<file path="config.mk">
export PLATFORM = sky130hd
export DESIGN_NAME = irq_controller
export DESIGN_NICKNAME = d
export VERILOG_FILES = /design/src/source/irq_cfg_pkg.sv /design/src/source/irq_bus_pkg.sv /design/src/source/irq_cell.sv /design/src/source/irq_source_collect.sv /design/src/source/irq_vector_encode.sv /design/src/source/irq_controller.sv
export SDC_FILE = /design/constraint.sdc
export NUM_CORES = 1
export LEC_CHECK = 0
export BUFFER_PORTS_ARGS = -buffer_cell sky130_fd_sc_hd__buf_2
export CAP_MARGIN = 40
export CORE_ASPECT_RATIO = 0.6
export CORE_UTILIZATION = 51
export DETAILED_ROUTE_END_ITERATION = 7
export GPL_ROUTABILITY_DRIVEN = 1
export GPL_TIMING_DRIVEN = 0
export HOLD_SLACK_MARGIN = 0.15
export PLACE_DENSITY = 0.83
export SLEW_MARGIN = 0
export SYNTH_ARGS = -nofsm -noshare
export SYNTH_HDL_FRONTEND = slang
export SYNTH_SLANG_ARGS = --single-unit
</file>
<file path="constraint.sdc">
create_clock -name clk -period 3.2 [get_ports clk]
set_clock_uncertainty 0.15 [all_clocks]
set_input_delay 0.48 -clock clk [delete_from_list [all_inputs] [get_ports clk]]
set_output_delay 0.48 -clock clk [all_outputs]
set_load 0.005 [all_outputs]
</file>
<file path="src/source/irq_cfg_pkg.sv">
// interrupt controller configuration
// line and group counts, port widths and the fixed line maps
package irq_cfg_pkg;

	localparam int irq_lines  = 32;  // request lines, 0 is highest
	localparam int irq_groups = 10;  // mask bits
	localparam int irq_grp_w  = 4;   // group index, one slot past the mask bits
	localparam int irq_vec_w  = 5;   // vector line number
	localparam int irq_data_w = 16;  // command data word

	// mask group of each line
	// group irq_groups means no mask bit at all
	localparam logic [irq_grp_w-1:0] irq_group_of [irq_lines] = '{
		irq_grp_w'(irq_groups),                 // 0 power fail, never masked
		4'd0, 4'd1, 4'd2, 4'd3,                 // 1-4 own bits
		4'd4, 4'd4, 4'd4, 4'd4,                 // 5-8
		4'd4, 4'd4, 4'd4,                       // 9-11
		4'd5, 4'd5,                             // 12-13 channel
		4'd6, 4'd6,                             // 14-15 channel
		4'd7, 4'd7, 4'd7, 4'd7, 4'd7, 4'd7,     // 16-21 channel
		4'd8, 4'd8, 4'd8, 4'd8, 4'd8, 4'd8,     // 22-27 channel
		4'd9, 4'd9, 4'd9, 4'd9                  // 28-31 low group
	};

	// data bit to line for software set and clear
	// channel lines 12-27 have no data bit
	localparam logic [irq_vec_w-1:0] irq_sw_line [irq_data_w] = '{
		5'd0, 5'd1, 5'd2, 5'd3,
		5'd4, 5'd5, 5'd6, 5'd7,
		5'd8, 5'd9, 5'd10, 5'd11,
		5'd28, 5'd29, 5'd30, 5'd31  // bits 12-15 skip the channels
	};

endpackage

</file>
<file path="src/source/irq_bus_pkg.sv">
// interrupt controller CPU port types
// command word with its two data views, and the vector word
package irq_bus_pkg;

	// command codes
	typedef enum logic [1:0] {
		op_set_mask,  // load mask register
		op_set_req,   // software request set
		op_clr_req,   // software request clear
		op_eoi        // end of interrupt
	} irq_op_e;

	// mask view of the data word, mask bits on top
	typedef struct packed {
		logic [irq_cfg_pkg::irq_groups-1:0] bits;
		logic [irq_cfg_pkg::irq_data_w-irq_cfg_pkg::irq_groups-1:0] pad;  // ignored
	} irq_mask_view_t;

	// data word, read as a line pattern or as a mask
	typedef union packed {
		logic [irq_cfg_pkg::irq_data_w-1:0] pattern;  // via irq_sw_line
		irq_mask_view_t mask;
	} irq_data_u;

	// one command, 18 bits
	typedef struct packed {
		irq_op_e op;
		irq_data_u data;
	} irq_cmd_t;

	// winning line and its mask group, 9 bits
	typedef struct packed {
		logic [irq_cfg_pkg::irq_vec_w-1:0] line;
		logic [irq_cfg_pkg::irq_grp_w-1:0] group;
	} irq_vec_t;

endpackage

</file>
<file path="src/source/irq_cell.sv">
// interrupt line cell
// request and in-service bits of one line plus its priority chain link
`timescale 1ns/10ps

module irq_cell (
	input  logic clk,
	input  logic arst_n,
	input  logic set,      // edge or software set
	input  logic clr,      // software clear
	input  logic en,       // mask group open
	input  logic take,     // vector accepted for this line
	input  logic done,     // end of interrupt for this line
	input  logic free_in,  // nothing above is busy
	output logic free_out,
	output logic req,
	output logic in_svc,
	output logic grant
);

	logic req_en;

	assign req_en = req & en;

	always_ff @(posedge clk or negedge arst_n) begin
		if (!arst_n) begin
			req <= 1'b0;
			in_svc <= 1'b0;
		end else begin
			if (take) begin
				req <= 1'b0;  // taken request wins over a new edge
			end else begin
				req <= set | (req & ~clr);  // set beats clear
			end
			in_svc <= take | (in_svc & ~done);
		end
	end

	// line in service also blocks its own new request
	assign grant = req_en & free_in & ~in_svc;
	// busy or pending line blocks everything below
	assign free_out = free_in & ~in_svc & ~req_en;

endmodule

</file>
<file path="src/source/irq_source_collect.sv">
// interrupt source collector
// synchronizes the async request lines, buffers one CPU command,
// holds the mask register and fans set, clear and enable out per line
`timescale 1ns/10ps

module irq_source_collect (
	input  logic clk,
	input  logic arst_n,
	input  logic [irq_cfg_pkg::irq_lines-1:0] irq_in,  // async, active high
	input  logic cmd_valid,
	input  irq_bus_pkg::irq_cmd_t cmd,
	output logic cmd_ready,
	output logic [irq_cfg_pkg::irq_lines-1:0] line_set,
	output logic [irq_cfg_pkg::irq_lines-1:0] line_clr,
	output logic [irq_cfg_pkg::irq_lines-1:0] line_en,
	output logic eoi,
	output logic [irq_cfg_pkg::irq_groups-1:0] mask
);

	logic [irq_cfg_pkg::irq_lines-1:0] irq_s1;    // first sync stage
	logic [irq_cfg_pkg::irq_lines-1:0] irq_s2;    // second sync stage
	logic [irq_cfg_pkg::irq_lines-1:0] irq_prev;  // edge flop
	logic [irq_cfg_pkg::irq_lines-1:0] edge_set;
	irq_bus_pkg::irq_cmd_t cmd_buf;
	logic buf_vld;
	logic [irq_cfg_pkg::irq_lines-1:0] sw_lines;
	logic [irq_cfg_pkg::irq_lines-1:0] sw_set_q;
	logic [irq_cfg_pkg::irq_lines-1:0] sw_clr_q;
	logic mask_we_q;
	logic [irq_cfg_pkg::irq_groups-1:0] mask_d_q;
	logic [irq_cfg_pkg::irq_groups:0] mask_ext;

	// async lines, 2 sync flops then edge flop
	always_ff @(posedge clk or negedge arst_n) begin
		if (!arst_n) begin
			irq_s1 <= '0;
			irq_s2 <= '0;
			irq_prev <= '0;
		end else begin
			irq_s1 <= irq_in;
			irq_s2 <= irq_s1;
			irq_prev <= irq_s2;
		end
	end
	assign edge_set = irq_s2 & ~irq_prev;  // rising edges only

	// one-deep command buffer, busy for the cycle after accept
	assign cmd_ready = !buf_vld;
	always_ff @(posedge clk or negedge arst_n) begin
		if (!arst_n) begin
			buf_vld <= 1'b0;
		end else begin
			buf_vld <= cmd_valid && cmd_ready;
		end
	end
	always_ff @(posedge clk) begin
		if (cmd_valid && cmd_ready) begin
			cmd_buf <= cmd;
		end
	end

	// pattern view spread onto the settable lines
	always_comb begin
		sw_lines = '0;
		for (int i = 0; i < irq_cfg_pkg::irq_data_w; i++) begin
			sw_lines[irq_cfg_pkg::irq_sw_line[i]] = cmd_buf.data.pattern[i];
		end
	end

	// decode stage, all outputs are one-cycle pulses
	always_ff @(posedge clk or negedge arst_n) begin
		if (!arst_n) begin
			sw_set_q <= '0;
			sw_clr_q <= '0;
			mask_we_q <= 1'b0;
			eoi <= 1'b0;
		end else begin
			sw_set_q <= '0;
			sw_clr_q <= '0;
			mask_we_q <= 1'b0;
			eoi <= 1'b0;
			if (buf_vld) begin
				case (cmd_buf.op)
					irq_bus_pkg::op_set_mask: mask_we_q <= 1'b1;
					irq_bus_pkg::op_set_req:  sw_set_q <= sw_lines;
					irq_bus_pkg::op_clr_req:  sw_clr_q <= sw_lines;
					irq_bus_pkg::op_eoi:      eoi <= 1'b1;
					default: ;
				endcase
			end
		end
	end
	always_ff @(posedge clk) begin
		if (buf_vld) begin
			mask_d_q <= cmd_buf.data.mask.bits;  // mask view
		end
	end

	// mask register, everything masked after reset
	always_ff @(posedge clk or negedge arst_n) begin
		if (!arst_n) begin
			mask <= '0;
		end else if (mask_we_q) begin
			mask <= mask_d_q;
		end
	end

	assign line_set = edge_set | sw_set_q;  // hw and sw sets merge
	assign line_clr = sw_clr_q;

	// per-line enable, extra top slot for the unmaskable line
	assign mask_ext = {1'b1, mask};
	always_comb begin
		for (int k = 0; k < irq_cfg_pkg::irq_lines; k++) begin
			line_en[k] = mask_ext[irq_cfg_pkg::irq_group_of[k]];
		end
	end

endmodule

</file>
<file path="src/source/irq_vector_encode.sv">
// interrupt vector encoder
// turns the one-hot grant into a held vector, issues take at the
// vector handshake and done for the lowest in-service line on eoi
`timescale 1ns/10ps

module irq_vector_encode (
	input  logic clk,
	input  logic arst_n,
	input  logic [irq_cfg_pkg::irq_lines-1:0] grant,   // one-hot or zero
	input  logic [irq_cfg_pkg::irq_lines-1:0] in_svc,
	input  logic eoi,
	output logic vec_valid,
	output irq_bus_pkg::irq_vec_t vec,
	input  logic vec_ready,
	output logic [irq_cfg_pkg::irq_lines-1:0] take,
	output logic [irq_cfg_pkg::irq_lines-1:0] done
);

	logic [irq_cfg_pkg::irq_vec_w-1:0] win_line;
	logic eoi_d;

	// one-hot to line number
	always_comb begin
		win_line = '0;
		for (int k = 0; k < irq_cfg_pkg::irq_lines; k++) begin
			if (grant[k]) begin
				win_line = k[irq_cfg_pkg::irq_vec_w-1:0];
			end
		end
	end

	// port state
	always_ff @(posedge clk or negedge arst_n) begin
		if (!arst_n) begin
			vec_valid <= 1'b0;
			eoi_d <= 1'b0;
		end else begin
			if (!vec_valid) begin
				vec_valid <= |grant;  // raise on any winner
			end else if (vec_ready) begin
				vec_valid <= 1'b0;  // one idle cycle after handshake
			end
			eoi_d <= eoi;
		end
	end

	// vector loads only while idle and freezes under back-pressure
	always_ff @(posedge clk) begin
		if (!vec_valid) begin
			vec.line <= win_line;
			vec.group <= irq_cfg_pkg::irq_group_of[win_line];
		end
	end

	// take the held line at the handshake edge
	always_comb begin
		take = '0;
		if (vec_valid && vec_ready) begin
			take[vec.line] = 1'b1;
		end
	end

	// lowest set in_svc bit by x & -x
	assign done = eoi_d ? (in_svc & -in_svc) : '0;

endmodule

</file>
<file path="src/source/irq_controller.sv">
// vectored interrupt controller top
// source collector, 32 line cells on a priority chain, vector encoder
`timescale 1ns/10ps

module irq_controller (
	input  logic clk,
	input  logic arst_n,
	input  logic [irq_cfg_pkg::irq_lines-1:0] irq_in,
	input  logic cmd_valid,
	input  irq_bus_pkg::irq_cmd_t cmd,
	output logic cmd_ready,
	output logic vec_valid,
	output irq_bus_pkg::irq_vec_t vec,
	input  logic vec_ready,
	output logic irq_pending,
	output logic [irq_cfg_pkg::irq_lines-1:0] req_status,
	output logic [irq_cfg_pkg::irq_lines-1:0] svc_status,
	output logic [irq_cfg_pkg::irq_groups-1:0] mask
);

	logic [irq_cfg_pkg::irq_lines-1:0] line_set;
	logic [irq_cfg_pkg::irq_lines-1:0] line_clr;
	logic [irq_cfg_pkg::irq_lines-1:0] line_en;
	logic [irq_cfg_pkg::irq_lines-1:0] grant;
	logic [irq_cfg_pkg::irq_lines-1:0] take;
	logic [irq_cfg_pkg::irq_lines-1:0] done;
	logic [irq_cfg_pkg::irq_lines:0] prio_free;  // top bit is the chain end
	logic eoi;

	irq_source_collect i_source_collect (
		.clk       (clk),
		.arst_n    (arst_n),
		.irq_in    (irq_in),
		.cmd_valid (cmd_valid),
		.cmd       (cmd),
		.cmd_ready (cmd_ready),
		.line_set  (line_set),
		.line_clr  (line_clr),
		.line_en   (line_en),
		.eoi       (eoi),
		.mask      (mask)
	);

	assign prio_free[0] = 1'b1;  // nothing above line 0

	for (genvar k = 0; k < irq_cfg_pkg::irq_lines; k++) begin : g_cell
		irq_cell i_cell (
			.clk      (clk),
			.arst_n   (arst_n),
			.set      (line_set[k]),
			.clr      (line_clr[k]),
			.en       (line_en[k]),
			.take     (take[k]),
			.done     (done[k]),
			.free_in  (prio_free[k]),
			.free_out (prio_free[k+1]),
			.req      (req_status[k]),
			.in_svc   (svc_status[k]),
			.grant    (grant[k])
		);
	end

	irq_vector_encode i_vector_encode (
		.clk       (clk),
		.arst_n    (arst_n),
		.grant     (grant),
		.in_svc    (svc_status),
		.eoi       (eoi),
		.vec_valid (vec_valid),
		.vec       (vec),
		.vec_ready (vec_ready),
		.take      (take),
		.done      (done)
	);

	assign irq_pending = |grant;  // some line can win now

endmodule

</file>
==> Yosys cells after proc, flatten, opt, wreduce, memory -nomap -nowiden <==
Memory sizes are Yosys's and may differ from the RTL's. A register that Yosys moved wholly into a read port is not among the register bits.
Index checks and enable logic that the tools add are counted.
{ "word_totals": {"ff_bits": 272, "latchBits": 0, "n_memories": 1, "elab_cells": 585, "rom_bits": 128, "ramBits": 0} }
{ "op_classes": {"bitwise": 415, "shift": 0, "n_eq_ne": 3, "reduce_logical": 7, "n_lt_le_gt_ge": 2, "add_sub_neg": 1, "n_mux": 77, "n_div": 0, "mul": 0} }
{ "memory_table": {"columns": ["name", "depth", "word_bits", "rd", "rd_clocked_by_memory_dff", "wr", "line", "text"], "rows": [
  ["(no name shown)", 32, 4, 1, 1, 0, "irq_vector_encode.sv:51", "vec.group <= irq_cfg_pkg::irq_group_of[win_line];"]
]} }
{ "op_table": {"columns": ["cell", "n"], "rows": [
  ["bitwise AND 1 bit", 219],
  ["two-way mux 32 bit", 6],
  ["two-way mux 5 bit", 30],
  ["inverter 1 bit", 127],
  ["bitwise AND 32 bit", 2],
  ["OR 1 bit", 64],
  ["two-way mux 1 bit", 40],
  ["negation 32 bit", 1],
  ["inverter 32 bit", 1],
  ["OR 32 bit", 1],
  ["OR reduction 32 bit", 1],
  ["less-than comparator 5 x 6 -> 1 bit, second input constant", 1],
  ["inverter 5 -> 6 bit", 1],
  ["demux 1 bit (select 5 bit)", 1],
  [">= comparator 5 x 1 -> 1 bit, second input constant", 1],
  ["== test 2 bit, second input constant", 2],
  ["logical AND 1 bit", 3],
  ["== test 2 x 1 -> 1 bit, second input constant", 1],
  ["zero test 1 bit", 2],
  ["zero test 2 bit", 1]
]} }

==> Depth between registers and ports, before layout <==
{ "depth": {"word_depth": 66, "mapped_depth": 13} }

==> Hierarchy <==
Synthesis repeated with hierarchy kept, for this count alone.
{ "hier_totals": {"cells_unflattened": 902, "hier_area_um2": 10354.9} }
{ "by_module_without_submodules": {"columns": ["module", "instances", "cells_each", "area_each_um2"], "rows": [
  ["irq_source_collect", 1, 336, 5391.4],
  ["irq_cell", 32, 11, 107.6],
  ["irq_vector_encode", 1, 202, 1441.4],
  ["irq_controller", 1, 12, 78.8]
]} }

==> Least setup slack after synthesis <==
No wires, ideal clock.
{ "synth_path": {"kind": "flip-flop to flip-flop", "startpoint": "register g_cell[1].i_cell.in_svc", "endpoint": "register, netlist name i_vector_encode.vec[1]", "path_buffers": 1, "path_stages_with_launch": 12, "period_less_slack_ns": 3.039, "setup_ns": 0.271, "arrival_ns": 2.618, "path_slack_ns": 0.161, "cell_sequence": "dfrtp_1 -> nor3_1 -> nand4_1 -> nor3_1 -> clkbuf_1 -> and2_1 -> a311oi_1 -> and2_1 -> ha_1 -> and4b_1 -> o21bai_1 -> a31oi_1"} }
{ "synth_between": {"elab_chain_cells": 65, "word_cells_on_any_way": 154, "cone_classes": "31 x mux; 123 x bitwise"} }
{ "synth_rtl": {"columns": ["item", "line", "text"], "rows": [
  ["start, declared", "irq_cell.sv:16", "output logic in_svc,"],
  ["start signal, assigned", "irq_cell.sv:34", "in_svc <= take | (in_svc & ~done);"],
  ["inverter 1 bit *", "irq_cell.sv:39, irq_cell.sv:41", null],
  ["bitwise AND 1 bit (60 in series)", "irq_cell.sv:41", "assign free_out = free_in & ~in_svc & ~req_en;"],
  ["bitwise AND 1 bit (2 in series)", "irq_cell.sv:39", "assign grant = req_en & free_in & ~in_svc;"],
  ["two-way mux 5 bit *", "irq_vector_encode.sv:26", "if (grant[k]) begin"],
  ["inverter 5 -> 6 bit (implied by the code) *", "irq_vector_encode.sv:51", null]
]} }
Every way passes the cells marked *; elsewhere a longest branch is shown, timed or not.
A chain may end at the register's enable or synchronous reset.

==> Worst setup path after layout <==
{ "layout_path": {"startpoint": "register g_cell[0].i_cell.req", "endpoint": "output port irq_pending"} }
{ "layout_between": {"elab_chain_cells": 65, "word_cells_on_any_way": 126, "cone_classes": "125 x bitwise; 1 x reduce/logical"} }
{ "layout_rtl": {"columns": ["item", "line", "text"], "rows": [
  ["start, declared", "irq_cell.sv:15", "output logic req,"],
  ["start signal, assigned", "irq_cell.sv:32", "req <= set | (req & ~clr);"],
  ["inverter 1 bit", "irq_cell.sv:41", null],
  ["bitwise AND 1 bit (61 in series)", "irq_cell.sv:41", null],
  ["bitwise AND 1 bit (2 in series)", "irq_cell.sv:39", null],
  ["OR reduction 32 bit *", "irq_controller.sv:76", "assign irq_pending = |grant;"],
  ["end, declared", "irq_controller.sv:15", "output logic irq_pending,"]
]} }
Marked as above.

==> impl_metrics.json <==
{
  "drv_slew": 0,
  "yosysSeqAreaShare_pct": 66.79,
  "wl_per_cell_um": 18.71,
  "multi_input_area_um2": 2435,
  "areaGrowthSynthToFinish_pct": 26.30,
  "endpoint_kind": "output pin",
  "maxCapViolations": 0,
  "gr-usage-all-layers_pct": 25.55,
  "post-route-util_pct": 65.84,
  "slew_headroom_pct": 39.90,
  "path_max_fanout": 4,
  "place_ws_ns": -0.5491,
  "insertedDiodeCount": 0,
  "num_rows": 38,
  "setup_viol": 0,
  "fin_crit_ns": 3.106,
  "cpMostUsedCell": "nor3_4",
  "first_global_vias": 6629,
  "io_buffer_count": 139,
  "synth_edf_count": 37,
  "r2r_setup_slack_ns": 0.10,
  "drt_first_pass_iters": 5,
  "num_vias": 6807,
  "reg2reg_from": "g_cell[0].i_cell.req",
  "worstSkewPairLatency_ns": 0.50,
  "drive_gt1_share_pct": 29.27,
  "root_buffer": "clkbuf_16",
  "dp.final_hpwl_mm": 15.95,
  "core_um2": 18070,
  "syn_area_per_cell_um2": 12.08,
  "worstPathCellList": "nor3_4 > nand4_1 > nor3_4 > buf_4 > nand3_2 > a21oi_4 > or3_4 > buf_2",
  "numCtsBuffers": 22,
  "ys_warn_count": 0,
  "die_area_um2": 19030,
  "ys.flop_type": "dfrtp_1",
  "worst_pin_slew_ns": 0.9015,
  "fmax_mhz": 321.9,
  "synth_area_leaders": "dfrtp_1, edfxtp_1, buf_4, nor2_1, inv_1",
  "min_path_type": "flip-flop to flip-flop",
  "synthesis.nets": 835,
  "crit_path_top_delay_cell": "dfrtp_2",
  "cts_tree": "done",
  "grt_pass1_wl_mm": 36.43,
  "die_w_um": 177.4,
  "reg2reg_depth": 11,
  "synth.distinct_cells": 60,
  "critPathBufInv": 2,
  "required_ns": 2.57,
  "vias_per_cell": 5.411,
  "register_area_um2": 6296,
  "placed_cells": 1161,
  "final_antenna_net_count": 0,
  "p_leak_nw": 5.255,
  "clockBufferDepth": 3,
  "path_delay_family": "simple AND/OR/NAND/NOR gates",
  "worst_slack_ns": 0.09361,
  "final_cells": 1258,
  "cpPeakStageDelay_ns": 0.44,
  "finalHoldViolations": 0,
  "cp_num_cells": 8,
  "gr-total-overflow": 0,
  "synthArstFlopShare_pct": 84.84,
  "routed_wl_mm": 23.54,
  "grt_max_degree": 125,
  "cts.reportedPaths.clkPinSlew_ns": 0.06,
  "drt-initial-drc-count": 696,
  "critical_path.startpoint": "g_cell[0].i_cell.req",
  "peakVddDrop_v": 0.0003780,
  "synthCells": 780,
  "period_share_pct": 97.07,
  "initial_core_util_pct": 52.13,
  "ys_ff_latch": 244,
  "powerDensity_nw_per_um2": 674.9,
  "netlist.area_leader.share_pct": 54.99,
  "endpoint": "irq_pending",
  "worstSetupStartpointType": "flip-flop",
  "netlist_area_um2": 9419,
  "ios": 140,
  "gp_congestion": 0.9473,
  "fillers": 1315,
  "r2r_end": "i_vector_encode.vec[1]",
  "drcViolationCount": 0,
  "yosysTopAreaCell": "dfrtp_1",
  "antenna_found_initial": 0,
  "crit_type": "flip-flop to output pin",
  "arrival_ns": 2.48,
  "status": "complete, no violations",
  "cts.sinks": 244,
  "dieHeight_um": 107.3,
  "nets": 1057,
  "cts_max_level": 1
}
## layer usage
layer	vias up	routed length [um]	part of all wire [%]	global-route usage (%)
li1	3102	-	-	-
met1	3339	10810	46	39.50
met2	329	10270	44	37.22
met3	37	2025	8.6	5.120
met4	0	433	1.8	5.922
met5	-	0	0	0
## worst min path at each step
stage / start / depth (start not counted) / slack (ns) / end
finish: i_source_collect.irq_s1[15] / 0 / 0.20 / i_source_collect.irq_s2[15]
global route: i_source_collect.irq_s1[8] / 0 / 0.21 / i_source_collect.irq_s2[8]
CTS: i_source_collect.irq_s1[15] / 0 / 0.19 / i_source_collect.irq_s2[15]
detailed placement: i_source_collect.irq_s1[15] / 0 / 0.18 / i_source_collect.irq_s2[15]
global placement: i_source_collect.irq_s1[8] / 0 / 0.18 / i_source_collect.irq_s2[8]
floorplan: arst_n / 0 / 0.03 / g_cell[0].i_cell.in_svc
## area by class of cell
type,instances,share of cell area (%)
multi-input cells,388,20.47
repair buffers,199,10.99
well taps,240,2.524
flip-flops and latches,244,52.92
inverters,61,1.925
plain buffers,86,5.111
clock buffers,35,5.648
clock inverters,5,0.4102
## flip-flops by register name, summed over array words and instances, names as in the netlist, 9 cells and up
| signal | count |
|---|---|
| g_cell.i_cell.in_svc | 32 |
| i_source_collect.line_clr | 16 |
| i_source_collect.sw_set_q | 16 |
| i_source_collect.mask_d_q | 10 |
| i_source_collect.irq_s2 | 32 |
| i_vector_encode.vec | 9 |
| g_cell.i_cell.req | 32 |
| i_source_collect.irq_prev | 32 |
| i_source_collect.cmd_buf | 18 |
| i_source_collect.mask | 10 |
| i_source_collect.irq_s1 | 32 |
## synth_stat cells, drive strengths merged (2+ instances only)
master,instances
nor2,70
and2,4
nor3,18
o21ai,40
a41oi,2
buf,75
o41ai,3
o31ai,4
edfxtp,37
nor4b,5
nand2,43
a22o,4
a21oi,31
nor2b,18
o2111ai,3
a31oi,4
o2bb2ai,4
clkbuf,12
o21a,4
inv,61
a211oi,4
a311oi,3
nand4,6
or2,2
nand3,18
o211ai,5
nor4,3
a21o,9
o22ai,15
nand2b,6
o22a,15
dfrtp,207
nand3b,5
or3,6
mux2,9
a221oi,7
## placed cells by master, fill, tap and decap left out, drive strengths merged, types with 5 or more instances in the layout
cell type	synthesis	final
nor3	18	18
dlygate4sd3	0	52
o22ai	15	15
a221oi	7	7
dfrtp	207	207
nand2	43	43
clkbuf	12	46
nor2b	18	18
nor2	70	70
mux2	9	9
edfxtp	37	37
a21o	9	9
nor4b	5	5
o22a	15	15
nand2b	6	6
nand3	18	18
o211ai	5	5
inv	61	61
nand4	6	6
nand3b	5	5
or3	6	6
o21ai	40	40
a21oi	31	31
buf	75	222
## logic make-up (layout without fill, tap and decap cells)
group	Yosys count	after routing	synth area share, %
AND/OR/NAND/NOR	212	212	11.38
adder cells (fa/ha/maj)	1	1	0.1328
buffers and inverters	148	386	8.847
AO/OA/AOI/OAI	166	166	11.77
multiplexers	9	9	1.076
flip-flops	244	244	66.79
## timing repair
item                       CTS  global route
setup endpoints to repair    5             4
hold buffers                52             0
hold endpoints to repair   174             0
buffers inserted             1             4
resized for setup           17            22
pin swaps                    1             7
## where the power goes
| group | internal [mW] | total [mW] | leakage (nW) | switching (mW) |
|---|---|---|---|---|
| clock | 1.52 | 2.62 | 0.354 | 1.09 |
| combinational | 0.740 | 1.45 | 2.16 | 0.705 |
| sequential | 3.50 | 3.97 | 2.74 | 0.469 |
## metrics by stage
stage          hold slack (ns)  setup TNS [ns]  instance area (um2)  total power, mW
2_1_floorplan          0.03441               0                 9419            4.639
5_1_grt                 0.2052        -0.01707                11900            8.388
3_3_place_gp            0.1837         -372.41                10420            5.259
4_1_cts                 0.1933               0                11790            8.005
3_5_place_dp            0.1847          -1.587                10470            5.326
6_report                0.1952               0                11900            8.029
No activity file was read; power rests on OpenSTA's default activity.
